### src/source/mmu_pkg.sv
package mmu_pkg;

    // translation table sequencing
    typedef enum logic [1:0] {
        NORMAL    = 2'd0,
        LOAD_DMW0 = 2'd1,
        LOAD_DMW1 = 2'd2,
        REFILL    = 2'd3
    } trans_state_e;

    localparam int PPN_W      = 20;
    // page index vaddr[28:12] inside one 512 MB segment
    localparam int TAG_W      = 17;
    localparam int SEG_W      = 3;
    localparam int MAT_W      = 2;
    localparam int PLV_W      = 2;
    // fixed 4 KB pages
    localparam int PAGE_SHIFT = 12;

endpackage

### src/source/daddr_trans_top.sv
module daddr_trans_top
    import mmu_pkg::*;
#(
    parameter int TLB_ENTRIES   = 8,
    parameter int LOOKUP_CYCLES = 3
) (
    input  logic                           clk,
    input  logic                           rst_n,
    input  logic                           valid_i,
    input  logic [31:0]                    vaddr_i,
    input  logic                           m1_stall_i,
    input  logic                           flush_i,
    input  logic                           crmd_da_i,
    input  logic [PLV_W-1:0]               crmd_plv_i,
    input  logic [MAT_W-1:0]               crmd_datm_i,
    input  logic [SEG_W-1:0]               dmw0_vseg_i,
    input  logic [SEG_W-1:0]               dmw0_pseg_i,
    input  logic [MAT_W-1:0]               dmw0_mat_i,
    input  logic [PLV_W-1:0]               dmw0_plv_i,
    input  logic [SEG_W-1:0]               dmw1_vseg_i,
    input  logic [SEG_W-1:0]               dmw1_pseg_i,
    input  logic [MAT_W-1:0]               dmw1_mat_i,
    input  logic [PLV_W-1:0]               dmw1_plv_i,
    input  logic                           tlb_we_i,
    input  logic [$clog2(TLB_ENTRIES)-1:0] tlb_wr_index_i,
    input  logic [31-PAGE_SHIFT:0]         tlb_wr_vpn_i,
    input  logic [PPN_W-1:0]               tlb_wr_ppn_i,
    input  logic [MAT_W-1:0]               tlb_wr_mat_i,
    input  logic [PLV_W-1:0]               tlb_wr_plv_i,
    input  logic                           tlb_wr_valid_i,
    output logic                           ready_o,
    output logic [PPN_W-1:0]               ppn_o,
    output logic [MAT_W-1:0]               mat_o,
    output logic [PLV_W-1:0]               plv_o,
    output logic                           found_o,
    output logic                           dmw_o
);

    logic             cache_valid;
    logic             cache_istlb;
    logic             cache_found;
    logic [PPN_W-1:0] cache_ppn;
    logic [MAT_W-1:0] cache_mat;
    logic [PLV_W-1:0] cache_plv;
    logic [TAG_W-1:0] cache_tag;
    logic             m1_miss;
    logic [31:0]      m1_vaddr;
    trans_state_e     state;
    logic             walk_start;
    logic             walk_done;
    logic             tlb_found;
    logic [PPN_W-1:0] tlb_ppn;
    logic [MAT_W-1:0] tlb_mat;
    logic [PLV_W-1:0] tlb_plv;

    // same condition that takes the FSM from NORMAL into REFILL
    assign walk_start = (state == NORMAL) && m1_miss && !flush_i;

    trans_fsm u_fsm (
        .clk(clk), .rst_n(rst_n), .flush_i(flush_i),
        .m1_miss_i(m1_miss), .walk_done_i(walk_done), .state_o(state)
    );

    tlb_walk_timer #(.LOOKUP_CYCLES(LOOKUP_CYCLES)) u_timer (
        .clk(clk), .rst_n(rst_n), .start_i(walk_start), .done_o(walk_done)
    );

    tlb_array #(.TLB_ENTRIES(TLB_ENTRIES)) u_tlb (
        .clk(clk), .rst_n(rst_n), .we_i(tlb_we_i), .wr_index_i(tlb_wr_index_i),
        .wr_vpn_i(tlb_wr_vpn_i), .wr_ppn_i(tlb_wr_ppn_i), .wr_mat_i(tlb_wr_mat_i),
        .wr_plv_i(tlb_wr_plv_i), .wr_valid_i(tlb_wr_valid_i), .lookup_vaddr_i(m1_vaddr),
        .found_o(tlb_found), .ppn_o(tlb_ppn), .mat_o(tlb_mat), .plv_o(tlb_plv)
    );

    seg_cache u_cache (
        .clk(clk), .rst_n(rst_n), .flush_i(flush_i), .state_i(state),
        .crmd_da_i(crmd_da_i), .crmd_plv_i(crmd_plv_i), .crmd_datm_i(crmd_datm_i),
        .dmw0_vseg_i(dmw0_vseg_i), .dmw0_pseg_i(dmw0_pseg_i),
        .dmw0_mat_i(dmw0_mat_i), .dmw0_plv_i(dmw0_plv_i),
        .dmw1_vseg_i(dmw1_vseg_i), .dmw1_pseg_i(dmw1_pseg_i),
        .dmw1_mat_i(dmw1_mat_i), .dmw1_plv_i(dmw1_plv_i),
        .refill_i(walk_done), .refill_seg_i(m1_vaddr[31 -: SEG_W]),
        .refill_tag_i(m1_vaddr[PAGE_SHIFT +: TAG_W]), .refill_found_i(tlb_found),
        .refill_ppn_i(tlb_ppn), .refill_mat_i(tlb_mat), .refill_plv_i(tlb_plv),
        .rd_seg_i(vaddr_i[31 -: SEG_W]),
        .cache_valid_o(cache_valid), .cache_istlb_o(cache_istlb),
        .cache_found_o(cache_found), .cache_ppn_o(cache_ppn),
        .cache_mat_o(cache_mat), .cache_plv_o(cache_plv), .cache_tag_o(cache_tag)
    );

    m1_stage u_m1 (
        .clk(clk), .rst_n(rst_n), .valid_i(valid_i), .vaddr_i(vaddr_i),
        .m1_stall_i(m1_stall_i), .crmd_da_i(crmd_da_i),
        .crmd_plv_i(crmd_plv_i), .crmd_datm_i(crmd_datm_i),
        .cache_valid_i(cache_valid), .cache_istlb_i(cache_istlb),
        .cache_found_i(cache_found), .cache_ppn_i(cache_ppn),
        .cache_mat_i(cache_mat), .cache_plv_i(cache_plv), .cache_tag_i(cache_tag),
        .walk_done_i(walk_done), .tlb_found_i(tlb_found), .tlb_ppn_i(tlb_ppn),
        .tlb_mat_i(tlb_mat), .tlb_plv_i(tlb_plv),
        .m1_vaddr_o(m1_vaddr), .m1_miss_o(m1_miss), .ready_o(ready_o),
        .ppn_o(ppn_o), .mat_o(mat_o), .plv_o(plv_o), .found_o(found_o), .dmw_o(dmw_o)
    );

endmodule

### src/source/m1_stage.sv
module m1_stage
    import mmu_pkg::*;
(
    input  logic             clk,
    input  logic             rst_n,
    input  logic             valid_i,
    input  logic [31:0]      vaddr_i,
    input  logic             m1_stall_i,
    input  logic             crmd_da_i,
    input  logic [PLV_W-1:0] crmd_plv_i,
    input  logic [MAT_W-1:0] crmd_datm_i,
    input  logic             cache_valid_i,
    input  logic             cache_istlb_i,
    input  logic             cache_found_i,
    input  logic [PPN_W-1:0] cache_ppn_i,
    input  logic [MAT_W-1:0] cache_mat_i,
    input  logic [PLV_W-1:0] cache_plv_i,
    input  logic [TAG_W-1:0] cache_tag_i,
    input  logic             walk_done_i,
    input  logic             tlb_found_i,
    input  logic [PPN_W-1:0] tlb_ppn_i,
    input  logic [MAT_W-1:0] tlb_mat_i,
    input  logic [PLV_W-1:0] tlb_plv_i,
    output logic [31:0]      m1_vaddr_o,
    output logic             m1_miss_o,
    output logic             ready_o,
    output logic [PPN_W-1:0] ppn_o,
    output logic [MAT_W-1:0] mat_o,
    output logic [PLV_W-1:0] plv_o,
    output logic             found_o,
    output logic             dmw_o
);

    logic             valid_q;
    logic             istlb_q;
    logic             tag_miss_q;
    logic             da_q;
    logic             found_q;
    logic [PPN_W-1:0] ppn_q;
    logic [MAT_W-1:0] mat_q;
    logic [PLV_W-1:0] plv_q;
    logic [31:0]      vaddr_q;

    always_ff @(posedge clk) begin
        if (!rst_n) begin
            // nothing in flight so report ready
            valid_q    <= 1'b1;
            istlb_q    <= 1'b0;
            tag_miss_q <= 1'b0;
            da_q       <= 1'b0;
        end else if (walk_done_i) begin
            valid_q    <= 1'b1;
            istlb_q    <= 1'b1;
            tag_miss_q <= 1'b0;
        end else if (!m1_stall_i) begin
            // idle slots and DA mode never miss
            valid_q    <= cache_valid_i || !valid_i || crmd_da_i;
            istlb_q    <= cache_istlb_i && valid_i && !crmd_da_i;
            tag_miss_q <= cache_tag_i != vaddr_i[PAGE_SHIFT +: TAG_W];
            da_q       <= crmd_da_i;
        end
    end

    always_ff @(posedge clk) begin
        if (walk_done_i) begin
            found_q <= tlb_found_i;
            ppn_q   <= tlb_ppn_i;
            mat_q   <= tlb_mat_i;
            plv_q   <= tlb_plv_i;
        end else if (!m1_stall_i) begin
            found_q <= cache_found_i;
            ppn_q   <= cache_ppn_i;
            mat_q   <= crmd_da_i ? crmd_datm_i : cache_mat_i;
            plv_q   <= crmd_da_i ? crmd_plv_i : cache_plv_i;
            vaddr_q <= vaddr_i;
        end
    end

    always_comb begin
        m1_miss_o = !valid_q || (istlb_q && tag_miss_q);
        ready_o   = !m1_miss_o;
        mat_o     = mat_q;
        plv_o     = plv_q;
        dmw_o     = !istlb_q;
        if (da_q) begin
            ppn_o   = vaddr_q[31:PAGE_SHIFT];
            found_o = 1'b1;
        end else if (istlb_q) begin
            ppn_o   = ppn_q;
            found_o = found_q;
        end else begin
            // window hit puts pseg on top of the page within the segment
            ppn_o   = {ppn_q[PPN_W-1 -: SEG_W], vaddr_q[PAGE_SHIFT +: TAG_W]};
            found_o = found_q;
        end
    end

    assign m1_vaddr_o = vaddr_q;

endmodule

### src/source/seg_cache.sv
module seg_cache
    import mmu_pkg::*;
(
    input  logic             clk,
    input  logic             rst_n,
    input  logic             flush_i,
    input  trans_state_e     state_i,
    input  logic             crmd_da_i,
    input  logic [PLV_W-1:0] crmd_plv_i,
    input  logic [MAT_W-1:0] crmd_datm_i,
    input  logic [SEG_W-1:0] dmw0_vseg_i,
    input  logic [SEG_W-1:0] dmw0_pseg_i,
    input  logic [MAT_W-1:0] dmw0_mat_i,
    input  logic [PLV_W-1:0] dmw0_plv_i,
    input  logic [SEG_W-1:0] dmw1_vseg_i,
    input  logic [SEG_W-1:0] dmw1_pseg_i,
    input  logic [MAT_W-1:0] dmw1_mat_i,
    input  logic [PLV_W-1:0] dmw1_plv_i,
    input  logic             refill_i,
    input  logic [SEG_W-1:0] refill_seg_i,
    input  logic [TAG_W-1:0] refill_tag_i,
    input  logic             refill_found_i,
    input  logic [PPN_W-1:0] refill_ppn_i,
    input  logic [MAT_W-1:0] refill_mat_i,
    input  logic [PLV_W-1:0] refill_plv_i,
    input  logic [SEG_W-1:0] rd_seg_i,
    output logic             cache_valid_o,
    output logic             cache_istlb_o,
    output logic             cache_found_o,
    output logic [PPN_W-1:0] cache_ppn_o,
    output logic [MAT_W-1:0] cache_mat_o,
    output logic [PLV_W-1:0] cache_plv_o,
    output logic [TAG_W-1:0] cache_tag_o
);

    localparam int SEGS = 2 ** SEG_W;

    logic [SEGS-1:0]  valid_q;
    logic [SEGS-1:0]  istlb_q;
    logic [SEGS-1:0]  found_q;
    logic [PPN_W-1:0] ppn_q [SEGS];
    logic [TAG_W-1:0] tag_q [SEGS];
    logic [MAT_W-1:0] mat_q [SEGS];
    logic [PLV_W-1:0] plv_q [SEGS];

    logic             wr_en;
    logic [SEG_W-1:0] wr_seg;
    logic             wr_istlb;
    logic             wr_found;
    logic [PPN_W-1:0] wr_ppn;
    logic [TAG_W-1:0] wr_tag;
    logic [MAT_W-1:0] wr_mat;
    logic [PLV_W-1:0] wr_plv;

    // window entries keep only pseg in the top of ppn
    always_comb begin
        wr_en    = 1'b0;
        wr_seg   = dmw0_vseg_i;
        wr_istlb = 1'b0;
        wr_found = 1'b1;
        wr_ppn   = {dmw0_pseg_i, {TAG_W{1'b0}}};
        wr_tag   = '0;
        wr_mat   = crmd_da_i ? crmd_datm_i : dmw0_mat_i;
        wr_plv   = crmd_da_i ? crmd_plv_i : dmw0_plv_i;
        case (state_i)
            LOAD_DMW0: wr_en = 1'b1;
            LOAD_DMW1: begin
                wr_en  = 1'b1;
                wr_seg = dmw1_vseg_i;
                wr_ppn = {dmw1_pseg_i, {TAG_W{1'b0}}};
                wr_mat = crmd_da_i ? crmd_datm_i : dmw1_mat_i;
                wr_plv = crmd_da_i ? crmd_plv_i : dmw1_plv_i;
            end
            default: begin
                if (refill_i) begin
                    wr_en    = 1'b1;
                    wr_seg   = refill_seg_i;
                    wr_istlb = 1'b1;
                    wr_found = refill_found_i;
                    wr_ppn   = refill_ppn_i;
                    wr_tag   = refill_tag_i;
                    wr_mat   = refill_mat_i;
                    wr_plv   = refill_plv_i;
                end
            end
        endcase
    end

    always_ff @(posedge clk) begin
        if (!rst_n || flush_i) begin
            valid_q <= '0;
            istlb_q <= '0;
        end else if (wr_en) begin
            valid_q[wr_seg] <= 1'b1;
            istlb_q[wr_seg] <= wr_istlb;
        end
    end

    always_ff @(posedge clk) begin
        if (wr_en) begin
            found_q[wr_seg] <= wr_found;
            ppn_q[wr_seg]   <= wr_ppn;
            tag_q[wr_seg]   <= wr_tag;
            mat_q[wr_seg]   <= wr_mat;
            plv_q[wr_seg]   <= wr_plv;
        end
    end

    assign cache_valid_o = valid_q[rd_seg_i];
    assign cache_istlb_o = istlb_q[rd_seg_i];
    assign cache_found_o = found_q[rd_seg_i];
    assign cache_ppn_o   = ppn_q[rd_seg_i];
    assign cache_tag_o   = tag_q[rd_seg_i];
    assign cache_mat_o   = mat_q[rd_seg_i];
    assign cache_plv_o   = plv_q[rd_seg_i];

    // a refill landing during preload would be lost to the window write
    no_refill_in_preload: assert property (
        @(posedge clk) disable iff (!rst_n)
        refill_i |-> !(state_i inside {LOAD_DMW0, LOAD_DMW1})
    );

endmodule

### src/source/tlb_array.sv
module tlb_array
    import mmu_pkg::*;
#(
    parameter int TLB_ENTRIES = 8
) (
    input  logic                           clk,
    input  logic                           rst_n,
    input  logic                           we_i,
    input  logic [$clog2(TLB_ENTRIES)-1:0] wr_index_i,
    input  logic [31-PAGE_SHIFT:0]         wr_vpn_i,
    input  logic [PPN_W-1:0]               wr_ppn_i,
    input  logic [MAT_W-1:0]               wr_mat_i,
    input  logic [PLV_W-1:0]               wr_plv_i,
    input  logic                           wr_valid_i,
    input  logic [31:0]                    lookup_vaddr_i,
    output logic                           found_o,
    output logic [PPN_W-1:0]               ppn_o,
    output logic [MAT_W-1:0]               mat_o,
    output logic [PLV_W-1:0]               plv_o
);

    logic [TLB_ENTRIES-1:0] ent_valid_q;
    logic [31-PAGE_SHIFT:0] ent_vpn_q [TLB_ENTRIES];
    logic [PPN_W-1:0]       ent_ppn_q [TLB_ENTRIES];
    logic [MAT_W-1:0]       ent_mat_q [TLB_ENTRIES];
    logic [PLV_W-1:0]       ent_plv_q [TLB_ENTRIES];

    logic                   hit;
    logic [PPN_W-1:0]       hit_ppn;
    logic [MAT_W-1:0]       hit_mat;
    logic [PLV_W-1:0]       hit_plv;

    always_ff @(posedge clk) begin
        if (!rst_n) begin
            ent_valid_q <= '0;
        end else if (we_i) begin
            ent_valid_q[wr_index_i] <= wr_valid_i;
        end
    end

    always_ff @(posedge clk) begin
        if (we_i) begin
            ent_vpn_q[wr_index_i] <= wr_vpn_i;
            ent_ppn_q[wr_index_i] <= wr_ppn_i;
            ent_mat_q[wr_index_i] <= wr_mat_i;
            ent_plv_q[wr_index_i] <= wr_plv_i;
        end
    end

    // scan from the top so the lowest matching index wins
    always_comb begin
        hit     = 1'b0;
        hit_ppn = '0;
        hit_mat = '0;
        hit_plv = '0;
        for (int i = TLB_ENTRIES - 1; i >= 0; i--) begin
            if (ent_valid_q[i] && ent_vpn_q[i] == lookup_vaddr_i[31:PAGE_SHIFT]) begin
                hit     = 1'b1;
                hit_ppn = ent_ppn_q[i];
                hit_mat = ent_mat_q[i];
                hit_plv = ent_plv_q[i];
            end
        end
    end

    always_ff @(posedge clk) begin
        found_o <= hit;
        ppn_o   <= hit_ppn;
        mat_o   <= hit_mat;
        plv_o   <= hit_plv;
    end

endmodule

### src/source/tlb_walk_timer.sv
module tlb_walk_timer #(
    parameter int LOOKUP_CYCLES = 3
) (
    input  logic clk,
    input  logic rst_n,
    input  logic start_i,
    output logic done_o
);

    localparam int CNT_W = $clog2(LOOKUP_CYCLES + 1);

    logic [CNT_W-1:0] cnt_q;

    always_ff @(posedge clk) begin
        if (!rst_n) begin
            cnt_q  <= '0;
            done_o <= 1'b0;
        end else begin
            // one-cycle pulse as the count runs out
            done_o <= (cnt_q == CNT_W'(1));
            if (start_i) begin
                cnt_q <= CNT_W'(LOOKUP_CYCLES);
            end else if (cnt_q != '0) begin
                cnt_q <= cnt_q - 1'b1;
            end
        end
    end

    // a new miss cannot arrive before the previous walk is finished
    no_restart_while_busy: assert property (
        @(posedge clk) disable iff (!rst_n) start_i |-> cnt_q == '0
    );

endmodule

### src/source/trans_fsm.sv
module trans_fsm
    import mmu_pkg::*;
(
    input  logic         clk,
    input  logic         rst_n,
    input  logic         flush_i,
    input  logic         m1_miss_i,
    input  logic         walk_done_i,
    output trans_state_e state_o
);

    trans_state_e state_q;
    trans_state_e state_d;

    always_comb begin
        state_d = state_q;
        if (flush_i) begin
            // window entries are rebuilt after every flush
            state_d = LOAD_DMW0;
        end else begin
            case (state_q)
                NORMAL: begin
                    if (m1_miss_i) begin
                        state_d = REFILL;
                    end
                end
                LOAD_DMW0: state_d = LOAD_DMW1;
                LOAD_DMW1: state_d = NORMAL;
                REFILL: begin
                    if (walk_done_i) begin
                        state_d = NORMAL;
                    end
                end
                default: state_d = NORMAL;
            endcase
        end
    end

    always_ff @(posedge clk) begin
        if (!rst_n) begin
            state_q <= NORMAL;
        end else begin
            state_q <= state_d;
        end
    end

    assign state_o = state_q;

    // the timer is only ever started on the way into refill
    walk_done_in_refill: assert property (
        @(posedge clk) disable iff (!rst_n) walk_done_i |-> state_q == REFILL
    );

endmodule

### config.mk
export PLATFORM = sky130hd
export DESIGN_NAME = daddr_trans_top
export DESIGN_NICKNAME = d
export VERILOG_FILES = /design/src/source/mmu_pkg.sv /design/src/source/daddr_trans_top.sv /design/src/source/m1_stage.sv /design/src/source/seg_cache.sv /design/src/source/tlb_array.sv /design/src/source/tlb_walk_timer.sv /design/src/source/trans_fsm.sv
export SDC_FILE = /design/constraint.sdc
export NUM_CORES = 1
export LEC_CHECK = 0
export BUFFER_PORTS_ARGS = -buffer_cell sky130_fd_sc_hd__buf_4
export CORE_ASPECT_RATIO = 1.75
export CORE_UTILIZATION = 40
export DETAILED_ROUTE_END_ITERATION = 8
export PLACE_DENSITY = 0.63
export SLEW_MARGIN = 10
export SYNTH_ARGS = -nofsm -noshare
export SYNTH_HDL_FRONTEND = slang
export SYNTH_SLANG_ARGS = --single-unit
### constraint.sdc
create_clock -name clk -period 6.1 [get_ports clk]
set_input_delay 0.305 -clock clk [delete_from_list [all_inputs] [get_ports clk]]
set_output_delay 0.305 -clock clk [all_outputs]
set_load 0.01 [all_outputs]
# ---- Yosys cells after proc, flatten, opt, wreduce, memory -nomap -nowiden
# Memory sizes are Yosys's and may differ from the RTL's.
# Index checks and enable logic that the tools add are counted.
dict set report totals {
  register_bits 123
  mem_bits_rw 680
  input_bits 111
  elab_cells 175
  n_memories 8
}
dict set report classes {
  add_sub_neg 1
  magnitude_cmp 5
  eq_ne 18
  n_mux 82
  bitwise_logic 4
  n_reduce_logical 36
}
# name depth width read_ports rd_ports_with_merged_regs write_ports line_no
set memory_table {}
lappend memory_table {u_cache.ppn_q 8 20 1 0 1 seg_cache.sv:41} ;# logic [PPN_W-1:0] ppn_q [SEGS];
lappend memory_table {u_tlb.ent_ppn_q 8 20 8 0 1 tlb_array.sv:24} ;# logic [PPN_W-1:0] ent_ppn_q [TLB_ENTRIES];
lappend memory_table {u_tlb.ent_vpn_q 8 20 8 0 1 tlb_array.sv:23} ;# logic [31-PAGE_SHIFT:0] ent_vpn_q [TLB_ENTRIES];
lappend memory_table {u_cache.tag_q 8 17 1 0 1 seg_cache.sv:42} ;# logic [TAG_W-1:0] tag_q [SEGS];
lappend memory_table {u_cache.mat_q 8 2 1 0 1 seg_cache.sv:43} ;# logic [MAT_W-1:0] mat_q [SEGS];
lappend memory_table {u_cache.plv_q 8 2 1 0 1 seg_cache.sv:44} ;# logic [PLV_W-1:0] plv_q [SEGS];
lappend memory_table {{2 more memories} -- -- -- -- -- --}
# cell n
set ops {}
lappend ops {{two-way mux 20 bit} 12}
lappend ops {{equality test 20 bit} 8}
lappend ops {{two-way mux 2 bit} 32}
lappend ops {{two-way mux 17 bit} 3}
lappend ops {{case mux 20 bit (2 select lines)} 1}
lappend ops {{bitwise mux 8 bit} 3}
lappend ops {{two-way mux 1 bit} 21}
lappend ops {{!= test 17 bit} 1}
lappend ops {{logical AND 1 bit} 15}
lappend ops {{less-than comparator 3 x 4 -> 1 bit (second input constant)} 3}
lappend ops {{binary-select mux 1 bit (select 3 bit)} 3}
lappend ops {{bitwise OR 8 bit} 1}
lappend ops {{case mux 2 bit (2 select lines)} 2}
lappend ops {{case mux 2 bit (4 select lines)} 1}
lappend ops {{logical NOT 1 bit} 7}
lappend ops {{OR reduction 7 bit} 1}
lappend ops {{demux 1 bit (select 3 bit)} 2}
lappend ops {{>= comparator 3 x 1 -> 1 bit (second input constant)} 2}
lappend ops {{case mux 3 bit (2 select lines)} 1}
lappend ops {{AND reduction 2 bit} 3}
lappend ops {{OR reduction 2 bit} 3}
lappend ops {{equality test 2 x 1 -> 1 bit (second input constant)} 2}
lappend ops {{equality test 2 bit (second input constant)} 2}
lappend ops {{logical OR 1 bit} 4}
lappend ops {{other kinds (9)} 13}

# ---- Depth between registers and ports, before layout
# Gate-level depths: netlist of the first run.
# An unclocked memory read counts as a cell.
dict set report logic_depth {
  ltp_word 11
  mapped_depth 10
}

# ---- Hierarchy
# Synthesis of the first run repeated with hierarchy kept, for this count alone.
dict set report unflattened {
  hier_cells 1843
  hier_area_um2 32655.1
}
# module n_inst cells_each area_per_inst_um2 seq_area_each_um2
set by_module_without_submodules {}
lappend by_module_without_submodules {tlb_array 1 1002 15666.3 11230.8}
lappend by_module_without_submodules {seg_cache 1 655 14032.2 10410.0}
lappend by_module_without_submodules {m1_stage 1 164 2712.6 1791.7}
lappend by_module_without_submodules {tlb_walk_timer 1 12 132.6 60.1}
lappend by_module_without_submodules {trans_fsm 1 9 96.3 40.0}
lappend by_module_without_submodules {daddr_trans_top 1 1 15.0 0.0}

# ---- Worst setup path after synthesis of the first run
# No wires, ideal clock.
dict set report synth_path {
  path_kind {input -> register}
  start {input port tlb_wr_index_i[0]}
  end {register u_tlb.ent_valid_q[0]}
  setup_time_ps 120
  arrival_ps 4064
  required_time_ps 5980
  setup_slack_ps 1916
  cell_stages 4
  n_path_buf 0
  cell_sequence {nand2b_1 -> nor3_1 -> mux2i_1 -> nor2b_1}
}
dict set report synth_between {
  elab_chain_cells 5
  elab_cells_between_ends 6
  cone_classes {order compare (2); mux (3); reduce/logical (1)}
}
# element line_no
set synth_lines {}
lappend synth_lines {{start, declared} daddr_trans_top.sv:25} ;# input logic [$clog2(TLB_ENTRIES)-1:0] tlb_wr_index_i,
lappend synth_lines {{less-than comparator 3 x 4 -> 1 bit (not written as such) / >= comparator 3 x 1 -> 1 bit (equally long branches)} tlb_array.sv:37} ;# ent_valid_q[wr_index_i] <= wr_valid_i;
lappend synth_lines {{logical AND 1 bit (not written as such)} tlb_array.sv:37}
lappend synth_lines {{two-way mux 1 bit (not written as such)} tlb_array.sv:37}
lappend synth_lines {{demux 1 bit (select 3 bit) *} --}
lappend synth_lines {{bitwise mux 8 bit *} tlb_array.sv:37}
lappend synth_lines {{end signal, assigned by index} tlb_array.sv:37}
lappend synth_lines {{end, declared} tlb_array.sv:22} ;# logic [TLB_ENTRIES-1:0] ent_valid_q;
# Mark *: on every way between the ends. The rest lies on a longest branch, timed or not.
# A chain may end at the register's enable or synchronous reset.

# ---- Final worst setup path of the first run
dict set report layout_path {
  start {register u_m1.vaddr_q[29] (netlist: u_m1.m1_vaddr_o[29])}
  end {register u_tlb.ppn_o[15]}
}
dict set report layout_between {
  elab_chain_cells 10
  elab_cells_between_ends 24
  cone_classes {eq/ne (8); mux (8); reduce/logical (8)}
}
# element line_no
set layout_lines {}
lappend layout_lines {{start, declared} m1_stage.sv:42} ;# logic [31:0] vaddr_q;
lappend layout_lines {{start signal, assigned} m1_stage.sv:75} ;# vaddr_q <= vaddr_i;
lappend layout_lines {{equality test 20 bit} tlb_array.sv:57} ;# if (ent_valid_q[i] && ent_vpn_q[i] == lookup_vaddr_i[31:PAGE_SHIFT]) begin
lappend layout_lines {{logical AND 1 bit} tlb_array.sv:57}
lappend layout_lines {{two-way mux 20 bit (7 in series)} tlb_array.sv:57}
lappend layout_lines {{two-way mux 20 bit *} tlb_array.sv:57}
lappend layout_lines {{via u_tlb.hit_ppn[15]} tlb_array.sv:29} ;# logic [PPN_W-1:0] hit_ppn;
lappend layout_lines {{end signal, assigned} tlb_array.sv:68} ;# ppn_o <= hit_ppn;
lappend layout_lines {{end, declared} tlb_array.sv:17} ;# output logic [PPN_W-1:0] ppn_o,
# The timed path passes the listed nets; every way through them passes the cells marked *.

==> impl_metrics.json, run 1 <==
{
  "setup_viol": 0,
  "clock_latency_ns": 0.62,
  "p_int_w": 0.00911,
  "hold_violations": 0,
  "p_clk_share_pct": 36.6,
  "clockBufferDepth": 3,
  "ys_seq_elements": 791,
  "fp.dieH_um": 377,
  "antenna_found_initial": 0,
  "synth_ff_type": "edfxtp_1",
  "p_seq_share_pct": 54.2,
  "period_share_pct": 64.3,
  "clock.fmax_ghz": 0.255,
  "cts_hold_buf": 63,
  "crit_type": "reg -> reg",
  "synth.distinct_cells": 67,
  "tritoncts": "yes",
  "hp-class": "in -> reg",
  "wl_mm": 78.8,
  "grt_usage_pct": 19.4,
  "path_clk_slew_ns": 0.07,
  "place_congestion": 0.772,
  "swShare_pct": 23.1,
  "port_buffers": 125,
  "drtPass1Iterations": 6,
  "yosysWarnings": 0,
  "vias_per_cell": 5.46,
  "syn_area_um2": 32100,
  "dr.first_iter.drc_count": 1391,
  "cts_resized": 0,
  "cellPowerDensity_nw_per_um2": 321,
  "grt_max_degree": 63,
  "power_switching_w": 0.00274,
  "dp_hpwl_mm": 48.1,
  "p_comb_share_pct": 9.2,
  "period_needed_ns": 3.92,
  "grt_setup_unrepaired": "no",
  "avgRoutedWirePerCell_um": 25.1,
  "required_ns": 6.55,
  "whs_ns": 0.0219,
  "leakagePower_nw": 12.3,
  "syn-num-nets": 1962,
  "synth-edff-count": 733,
  "setup-tns-final_ns": 0,
  "nFillCells": 6803,
  "grt_pass1_wl_mm": 116,
  "die_w_um": 216,
  "status": "complete, no violations",
  "area_growth_pct": 15.0,
  "max-vdd-ir-drop_uv": 171,
  "drc": 0,
  "core_region_area_um2": 79500,
  "grt_overflow": 0,
  "fin_nets": 2155,
  "drive_gt1_share_pct": 21.9,
  "post-place-ws_ns": 2.17,
  "worst_pin_slew_ns": 1.08,
  "crit_path_max_fanout": 23,
  "avgSynthCellArea_um2": 17.4,
  "dieArea_um2": 81400,
  "ios": 138,
  "worstPathArrival_ns": 4.37,
  "end_kind": "flip-flop",
  "dr_total_vias": 17117,
  "ant_nets": 0,
  "startpoint_type": "flip-flop",
  "cts_root_buf": "clkbuf_16",
  "grt_pass1_vias": 17730,
  "core.rowCount": 137,
  "cts_setup_buffers": 0,
  "start_util_pct": 40.4,
  "fin_skew_ns": 0.0158,
  "cts_buffers": 68,
  "cts_sinks": 791,
  "slew_headroom_pct": 27.8,
  "slew_viol_final": 0,
  "worst_slack_ns": 2.18,
  "synthCells": 1845,
  "seq_area_frac_synth_pct": 72.2,
  "drv_cap": 0,
  "cts_max_level": 3,
  "synthArstFlopShare_pct": 0
}
==> critical path, stage by stage, from the launching register on <==
cell and delay [ns]:
edfxtp_1 0.99, xnor2_1 0.23, nand4_1 0.18, nor4_2 0.69
nand3_2 0.59, nand4_2 0.25, buf_4 0.44, a2bb2oi_2 0.21
a41oi_2 0.13
==> final timing paths <==
| check | startpoint | to | slack (ns) | cells after the start |
|---|---|---|---|---|
| max | u_m1.m1_vaddr_o[29] | u_tlb.ppn_o[15] | 2.18 | 8 |
| min reg2reg | u_cache.valid_q[6] | u_cache.valid_q[6] | 0.48 | 2 |
| max reg2reg | u_m1.m1_vaddr_o[29] | u_tlb.ppn_o[15] | 2.18 | 8 |
| min | tlb_wr_vpn_i[13] | u_tlb.ent_vpn_q[5][13] | 0.02 | 1 |
==> registers in the layout (all words and copies together) (netlist names), 16 cells and up <==
name             flops
u_tlb.ent_mat_q     16
u_tlb.ppn_o         20
u_tlb.ent_vpn_q    160
u_cache.ppn_q      160
u_tlb.ent_plv_q     16
u_m1.m1_vaddr_o     20
u_tlb.ent_ppn_q    160
u_m1.ppn_q          20
u_cache.mat_q       16
u_cache.plv_q       16
u_cache.tag_q      136
==> routing by layer <==
| metal | GRT usage [%] | vias up | part of all wire (%) |
|---|---|---|---|
| met5 | 0 | - | 0 |
| met4 | 7.75 | 0 | 3.2 |
| met3 | 2.69 | 152 | 5.8 |
| met2 | 34.1 | 633 | 52 |
| met1 | 24.1 | 8815 | 40 |
| li1 | - | 7517 | - |
==> stage by stage <==
| stage | cells | power (W) | area, µm² | util, % |
|---|---|---|---|---|
| 3_5_place_dp | 2947 | 0.00762 | 34100 | 42.9 |
| 2_1_floorplan | 1845 | 0.00713 | 32100 | - |
| 3_3_place_gp | 2947 | 0.00757 | 34100 | 42.9 |
| 5_1_grt | 3132 | 0.0122 | 36900 | 46.4 |
| 6_report | 3133 | 0.0119 | 36900 | 46.4 |
| 4_1_cts | 3132 | 0.0120 | 36900 | 46.4 |
==> layout by cell type (no fill, tap or decap), types with 6 or more instances in the layout <==
cell,n
clkinvlp_4,6
mux2_2,20
mux2i_1,55
buf_4,160
clkinv_1,10
dfxtp_1,57
edfxtp_1,733
a21boi_0,8
and3_1,21
o21ai_0,69
clkbuf_1,12
nor4_1,10
clkinv_2,11
inv_1,62
a21oi_1,15
nand2b_1,17
nor2_1,56
a41oi_1,46
nand2_1,79
and2_1,36
clkbuf_16,71
nand3_1,12
nor2_4,11
mux4_2,88
dlygate4sd3_1,63
xor2_1,39
xnor2_1,131
a41oi_2,20
nand4_1,30
a2bb2oi_2,20
ha_1,6
o21a_1,28
==> cell usage after synthesis (23+ instances only) <==
master    instances  area (µm²)
o21a_1           28         210
xor2_1           39         342
clkbuf_1         36         135
mux2i_1          55         551
nor2_1           68         255
edfxtp_1        733       22000
and2_1           37         231
inv_1            62         233
nand4_1          30         188
nand2_1          79         297
and3_1           23         144
o21ai_0          69         345
a41oi_1          46         403
xnor2_1         131        1150
dfxtp_1          58        1160
mux4_2           88        1980
==> logic make-up (layout without fill, tap and decap cells) <==
logic type               count (synthesis)  after routing  synth area share [%]
XOR/XNOR                               175            175                  4.89
adder cells (fa/ha/maj)                  6              6                 0.234
other                                    0              1                     0
buffers and inverters                  165            410                  2.83
multiplexers                           163            163                  8.59
AO/OA/AOI/OAI                          234            234                  6.06
flip-flops                             791            791                  72.2
AND/OR/NAND/NOR                        311            311                  5.23
==> power groups by stage <==
stage | clock [W] | combinational (W) | sequential [W]
floorplan | 0 | 0.000673 | 0.00645
global placement | 0 | 0.00104 | 0.00653
detailed placement | 0 | 0.00107 | 0.00655
CTS | 0.00442 | 0.00111 | 0.00643
global route | 0.00460 | 0.00118 | 0.00645
finish | 0.00433 | 0.00109 | 0.00643
==> cell type report <==
type / instances / area, µm² / area share, %
multi-input combinational: 889 / 8150 / 22.1
timing repair buffer: 225 / 1860 / 5.04
inverter: 63 / 236 / 0.640
clock inverter: 34 / 310 / 0.840
sequential: 791 / 23200 / 62.7
clock buffer: 88 / 1890 / 5.12
antenna: 1 / 2.50 / 0.00678
tap: 1042 / 1300 / 3.53
No activity file was read; power rests on OpenSTA's default activity.
==> inputs of run 2 (changes only) <==
--- a/config.mk
+++ b/config.mk
@@ -9,7 +9,7 @@
 export CORE_ASPECT_RATIO = 1.75
 export CORE_UTILIZATION = 40
 export DETAILED_ROUTE_END_ITERATION = 8
-export PLACE_DENSITY = 0.63
+export PLACE_DENSITY = 0.65
 export SLEW_MARGIN = 10
 export SYNTH_ARGS = -nofsm -noshare
 export SYNTH_HDL_FRONTEND = slang
==> constraint.sdc (replaced) <==
create_clock -name clk -period 3.5 [get_ports clk]
set_input_delay 0.175 -clock clk [delete_from_list [all_inputs] [get_ports clk]]
set_output_delay 0.175 -clock clk [all_outputs]
set_load 0.01 [all_outputs]
==> run 2 against run 1 <==
  * Clock power up 71%
  * Final cell count is 1.8% higher
  * Via count increased by 0.59%
  * Clock skew up 0.015 ns
==> impl_metrics.json, run 2 (synthesized netlist as in run 1, its figures left out) <==
{
  "slowest_delay_ns": 0.90,
  "hp-class": "in -> reg",
  "dp_hpwl_mm": 51.0,
  "tritoncts": "yes",
  "cp_num_buf_inv": 0,
  "wl_mm": 79.4,
  "layout_commonest_cell": "edfxtp_1",
  "dr.first_iter.drc_count": 1532,
  "path_clk_slew_ns": 0.06,
  "required_ns": 4.03,
  "clockBufferDepth": 3,
  "p_seq_share_pct": 54.2,
  "path_cells": "xnor2_1 -> nand4_1 -> nor4_2 -> nand4_2 -> and3b_2 -> nand2_1 -> a41oi_1",
  "fin_skew_ns": 0.0306,
  "core_region_area_um2": 79500,
  "leakagePower_nw": 12.6,
  "cellPowerDensity_nw_per_um2": 550,
  "port_buffers": 125,
  "core.rowCount": 137,
  "crit_family": "simple AND/OR/NAND/NOR gates",
  "avgRoutedWirePerCell_um": 24.9,
  "cts_max_level": 3,
  "ant_nets": 0,
  "cts_buffers": 69,
  "clock.fmax_ghz": 0.320,
  "whs_ns": 0.0228,
  "period_needed_ns": 3.12,
  "slew_viol_final": 0,
  "slowest_stage": "edfxtp_1",
  "crit_path_max_fanout": 22,
  "hold_violations": 0,
  "hold_depth": 1,
  "dieArea_um2": 81400,
  "grt_pass1_wl_mm": 116,
  "period_share_pct": 89.2,
  "whs_endpoint": "u_m1.m1_vaddr_o[30]",
  "swShare_pct": 23.4,
  "fp.dieH_um": 377,
  "clock_latency_ns": 0.62,
  "fin_area_um2": 37400,
  "grt_usage_pct": 19.5,
  "timing.rr.end": "u_tlb.ppn_o[19]",
  "cts_root_buf": "clkbuf_16",
  "grt_overflow": 0,
  "antenna_found_initial": 1,
  "path_depth": 7,
  "setup_viol": 0,
  "cts_sinks": 791,
  "critical_path.startpoint": "u_m1.m1_vaddr_o[12]",
  "fin_nets": 2211,
  "grt_max_degree": 54,
  "worstPathArrival_ns": 3.65,
  "grt_pass1_vias": 17838,
  "power_switching_w": 0.00483,
  "die_w_um": 216,
  "crit_type": "reg -> reg",
  "end_kind": "flip-flop",
  "slew_headroom_pct": 34.1,
  "drive_gt1_share_pct": 23.0,
  "place_congestion": 0.807,
  "vias_per_cell": 5.40,
  "reg2reg_depth": 7,
  "ios": 138,
  "drtPass1Iterations": 7,
  "grt_setup_unrepaired": "no",
  "p_comb_share_pct": 9.8,
  "drv_cap": 0,
  "timing.rr.start": "u_m1.m1_vaddr_o[12]",
  "p_int_w": 0.0158,
  "startpoint_type": "flip-flop",
  "r2r_slack_ns": 0.38,
  "dpl-instance-area_um2": 34500,
  "status": "complete, no violations",
  "worst_pin_slew_ns": 0.987,
  "dr_total_vias": 17218,
  "final_cell_mix": "edfxtp_1 (733), buf_4 (195), xnor2_1 (131)",
  "cts_setup_buffers": 0,
  "hold_start": "vaddr_i[30]",
  "max-vdd-ir-drop_uv": 313,
  "start_util_pct": 40.4,
  "setup-tns-final_ns": 0,
  "area_growth_pct": 16.6,
  "p_clk_share_pct": 35.9,
  "reg_top3": "u_cache.ppn_q x160, u_tlb.ent_ppn_q x160, u_tlb.ent_vpn_q x160",
  "drc": 0,
  "cts_resized": 0
}
==> run 2: power by group through the flow <==
stage | registers [W] | logic [W] | clock network, W
final | 0.0112 | 0.00203 | 0.00740
after global routing | 0.0112 | 0.00217 | 0.00785
after CTS | 0.0112 | 0.00205 | 0.00753
after detailed placement | 0.0114 | 0.00197 | 0
after global placement | 0.0113 | 0.00194 | 0
after floorplan | 0.0112 | 0.00117 | 0
==> run 2: repair_timing <==
| action | 4_1_cts | 5_1_grt |
|---|---|---|
| setup endpoints to repair | 0 | 0 |
| hold endpoints to repair | 389 | 0 |
| hold buffers | 74 | 0 |
==> run 2: per-stage QoR <==
step                      worst slack (ns)  std cells  utilization (%)  power, W
final                                0.378       3190             47.1    0.0206
after global routing                 0.226       3190             47.1    0.0212
after CTS                            0.303       3189             47.1    0.0208
after detailed placement             0.312       2991             43.4    0.0134
after global placement               0.326       2991             43.4    0.0133
after floorplan                     -0.226       1845                -    0.0124
==> run 2: final cells by class <==
cell class	count	area, µm²
antenna	1	2.50
clock buffer	88	1870
clock inverter	36	273
fill	6751	42100
inverter	63	236
multi-input combinational	889	8150
sequential	791	23200
tap	1042	1300
timing repair buffer	280	2420
==> run 2: metal layers <==
| layer | GRT usage [%] | wire length [µm] |
|---|---|---|
| met5 | 0 | 0 |
| met4 | 6.70 | 2250 |
| met1 | 23.7 | 31100 |
| met3 | 2.42 | 3880 |
| met2 | 35.5 | 42200 |
==> run 2: worst max-delay path by stage <==
stage,endpoint,slack [ns]
3_3_place_gp,u_tlb.mat_o[1],0.33
5_1_grt,u_tlb.ppn_o[19],0.23
4_1_cts,u_tlb.ppn_o[19],0.30
3_5_place_dp,u_tlb.ppn_o[19],0.31
6_report,u_tlb.ppn_o[19],0.38
2_1_floorplan,u_cache.found_q[2],-0.23
==> inputs of run 3 (changes only) <==
--- a/config.mk
+++ b/config.mk
@@ -7,9 +7,11 @@
 export LEC_CHECK = 0
 export BUFFER_PORTS_ARGS = -buffer_cell sky130_fd_sc_hd__buf_4
 export CORE_ASPECT_RATIO = 1.75
+export CORE_MARGIN = 3
 export CORE_UTILIZATION = 40
 export DETAILED_ROUTE_END_ITERATION = 8
-export PLACE_DENSITY = 0.65
+export PLACE_DENSITY = 0.63
+export SKIP_LAST_GASP = 1
 export SLEW_MARGIN = 10
 export SYNTH_ARGS = -nofsm -noshare
 export SYNTH_HDL_FRONTEND = slang
==> constraint.sdc (replaced) <==
create_clock -name clk -period 3.75 [get_ports clk]
set_input_delay 0.1875 -clock clk [delete_from_list [all_inputs] [get_ports clk]]
set_output_delay 0.1875 -clock clk [all_outputs]
set_load 0.01 [all_outputs]
==> run 3 against run 2 <==
  * Global-route usage fell by 0.41 points
  * Worst hold slack improved by 0.034 ns
  * Sequential power fell by 7%
  * Total power fell by 6.4%
  * Flip-flop and latch count did not move
  * Utilization rose by 0.25 points
  * First-iteration DRC count fell by 9.8%
==> impl_metrics.json, run 3 (synthesized netlist as in run 1, its figures left out) <==
{
  "reg_top3": "u_cache.ppn_q x160, u_tlb.ent_ppn_q x160, u_tlb.ent_vpn_q x160",
  "worst_slack_ns": 0.580,
  "whs_endpoint": "u_m1.m1_vaddr_o[29]",
  "cts_root_buf": "clkbuf_16",
  "cts_max_level": 3,
  "wl_mm": 79.7,
  "leakagePower_nw": 12.6,
  "worst_pin_slew_ns": 0.999,
  "dp_hpwl_mm": 49.6,
  "required_ns": 4.04,
  "hold_depth": 1,
  "hold_violations": 0,
  "hold_start": "vaddr_i[29]",
  "final_cell_mix": "edfxtp_1 (733), buf_4 (186), xnor2_1 (131)",
  "clockBufferDepth": 3,
  "area_growth_pct": 16.6,
  "drc": 0,
  "p_comb_share_pct": 9.6,
  "grt_pass1_wl_mm": 118,
  "tritoncts": "yes",
  "drive_gt1_share_pct": 22.9,
  "dieArea_um2": 83800,
  "cts_sinks": 791,
  "core_region_area_um2": 79100,
  "drv_cap": 0,
  "p_int_w": 0.0148,
  "cellPowerDensity_nw_per_um2": 515,
  "timing.rr.end": "u_cache.ppn_q[5][12]",
  "setup_viol": 0,
  "clock.fmax_ghz": 0.316,
  "vias_per_cell": 5.38,
  "layout_commonest_cell": "edfxtp_1",
  "die_w_um": 220,
  "port_buffers": 125,
  "start_util_pct": 40.6,
  "period_needed_ns": 3.17,
  "dr_total_vias": 17093,
  "end_kind": "flip-flop",
  "ios": 138,
  "critical_path.startpoint": "u_fsm.state_o[0]",
  "power_switching_w": 0.00446,
  "swShare_pct": 23.1,
  "period_share_pct": 84.5,
  "worstPathArrival_ns": 3.45,
  "fin_skew_ns": 0.0289,
  "avgRoutedWirePerCell_um": 25.1,
  "ant_nets": 0,
  "status": "complete, no violations",
  "timing.rr.start": "u_fsm.state_o[0]",
  "drtPass1Iterations": 7,
  "place_congestion": 0.799,
  "path_clk_slew_ns": 0.07,
  "antenna_found_initial": 4,
  "core.rowCount": 136,
  "slew_viol_final": 0,
  "fin_nets": 2202,
  "p_clk_share_pct": 36.3,
  "grt_max_degree": 59,
  "grt_usage_pct": 19.1,
  "reg2reg_depth": 8,
  "ff_latch_area_um2": 23200,
  "cts_buffers": 68,
  "max-vdd-ir-drop_uv": 280,
  "setup-tns-final_ns": 0,
  "p_seq_share_pct": 54.1,
  "grt_pass1_vias": 18053,
  "r2r_slack_ns": 0.58,
  "dr.first_iter.drc_count": 1382,
  "crit_path_max_fanout": 23,
  "grt_overflow": 0,
  "post-place-ws_ns": 0.534,
  "fp.dieH_um": 381,
  "crit_type": "reg -> reg",
  "multi_input_area_um2": 8150,
  "grt_setup_unrepaired": "no",
  "nFillCells": 6693,
  "startpoint_type": "flip-flop",
  "clock_latency_ns": 0.61,
  "hp-class": "in -> reg",
  "slew_headroom_pct": 33.4
}
run 3: cell count changes in the layout (fill, tap and decap cells not counted):
cell | before | now
buf_12 | 10 | 11
bufinv_16 | 3 | 4
clkinv_8 | 0 | 2
buf_4 | 195 | 186
clkinv_2 | 9 | 8
clkbuf_1 | 14 | 17
clkinv_1 | 17 | 10
diode_2 | 1 | 3
inv_16 | 1 | 0
inv_6 | 4 | 2
clkinvlp_4 | 3 | 6
clkbuf_8 | 3 | 5
run 3: repair_timing:
action | CTS | global route
buffers inserted | 0 | 0
hold endpoints to repair | 389 | 0
gates resized for setup | 0 | 0
hold buffers | 74 | 0
run 3: layer usage:
layer  track usage [%]  vias to the layer above  routed length (µm)
met3              3.28                      136                4400
li1                  -                     7624                   -
met5                 0                        -                  14
met2              32.4                      548               40600
met1              24.2                     8783               31700
met4              7.86                        2                3010
run 3: cell type report:
class | count | area share, %
sequential | 791 | 61.9
antenna | 3 | 0.0201
clock inverter | 31 | 0.772
tap | 1035 | 3.46
inverter | 63 | 0.632
multi-input combinational | 889 | 21.8
clock buffer | 93 | 5.10
timing repair buffer | 272 | 6.33
run 3: power by group through the flow:
stage          Sequential, W  Clock (W)  Combinational [W]
5_1_grt               0.0105    0.00747            0.00200
3_3_place_gp          0.0106          0            0.00178
3_5_place_dp          0.0106          0            0.00181
6_report              0.0104    0.00699            0.00185
4_1_cts               0.0104    0.00713            0.00188
2_1_floorplan         0.0105          0            0.00110
run 3: critical path, stage by stage (launching register included):
cell and delay (ns):
dfxtp_1 0.37, inv_1 0.09, ha_1 0.45, clkinv_1 0.31
a21oi_1 0.25, buf_4 0.24, nand2_1 0.11, nor2_4 0.72
buf_12 0.29
run 3: metrics by stage:
| step | area, µm² | power, W | instances | hold slack [ns] | utilization (%) |
|---|---|---|---|---|---|
| 3_3_place_gp | 34500 | 0.0124 | 2976 | 0.386 | 43.6 |
| 4_1_cts | 37400 | 0.0195 | 3174 | 0.0446 | 47.3 |
| 6_report | 37400 | 0.0193 | 3177 | 0.0569 | 47.3 |
| 3_5_place_dp | 34500 | 0.0124 | 2976 | 0.385 | 43.6 |
| 2_1_floorplan | 32100 | 0.0116 | 1845 | 0.286 | - |
| 5_1_grt | 37400 | 0.0199 | 3175 | 0.0616 | 47.3 |
run 3: worst max-delay path by stage:
| stage | end | slack (ns) |
|---|---|---|
| 3_3_place_gp | u_cache.tag_q[7][7] | 0.57 |
| 6_report | u_cache.ppn_q[5][12] | 0.58 |
| 2_1_floorplan | u_cache.found_q[2] | 0.02 |
| 4_1_cts | u_cache.ppn_q[5][12] | 0.49 |
| 5_1_grt | u_cache.ppn_q[5][12] | 0.37 |
| 3_5_place_dp | u_cache.ppn_q[5][10] | 0.53 |
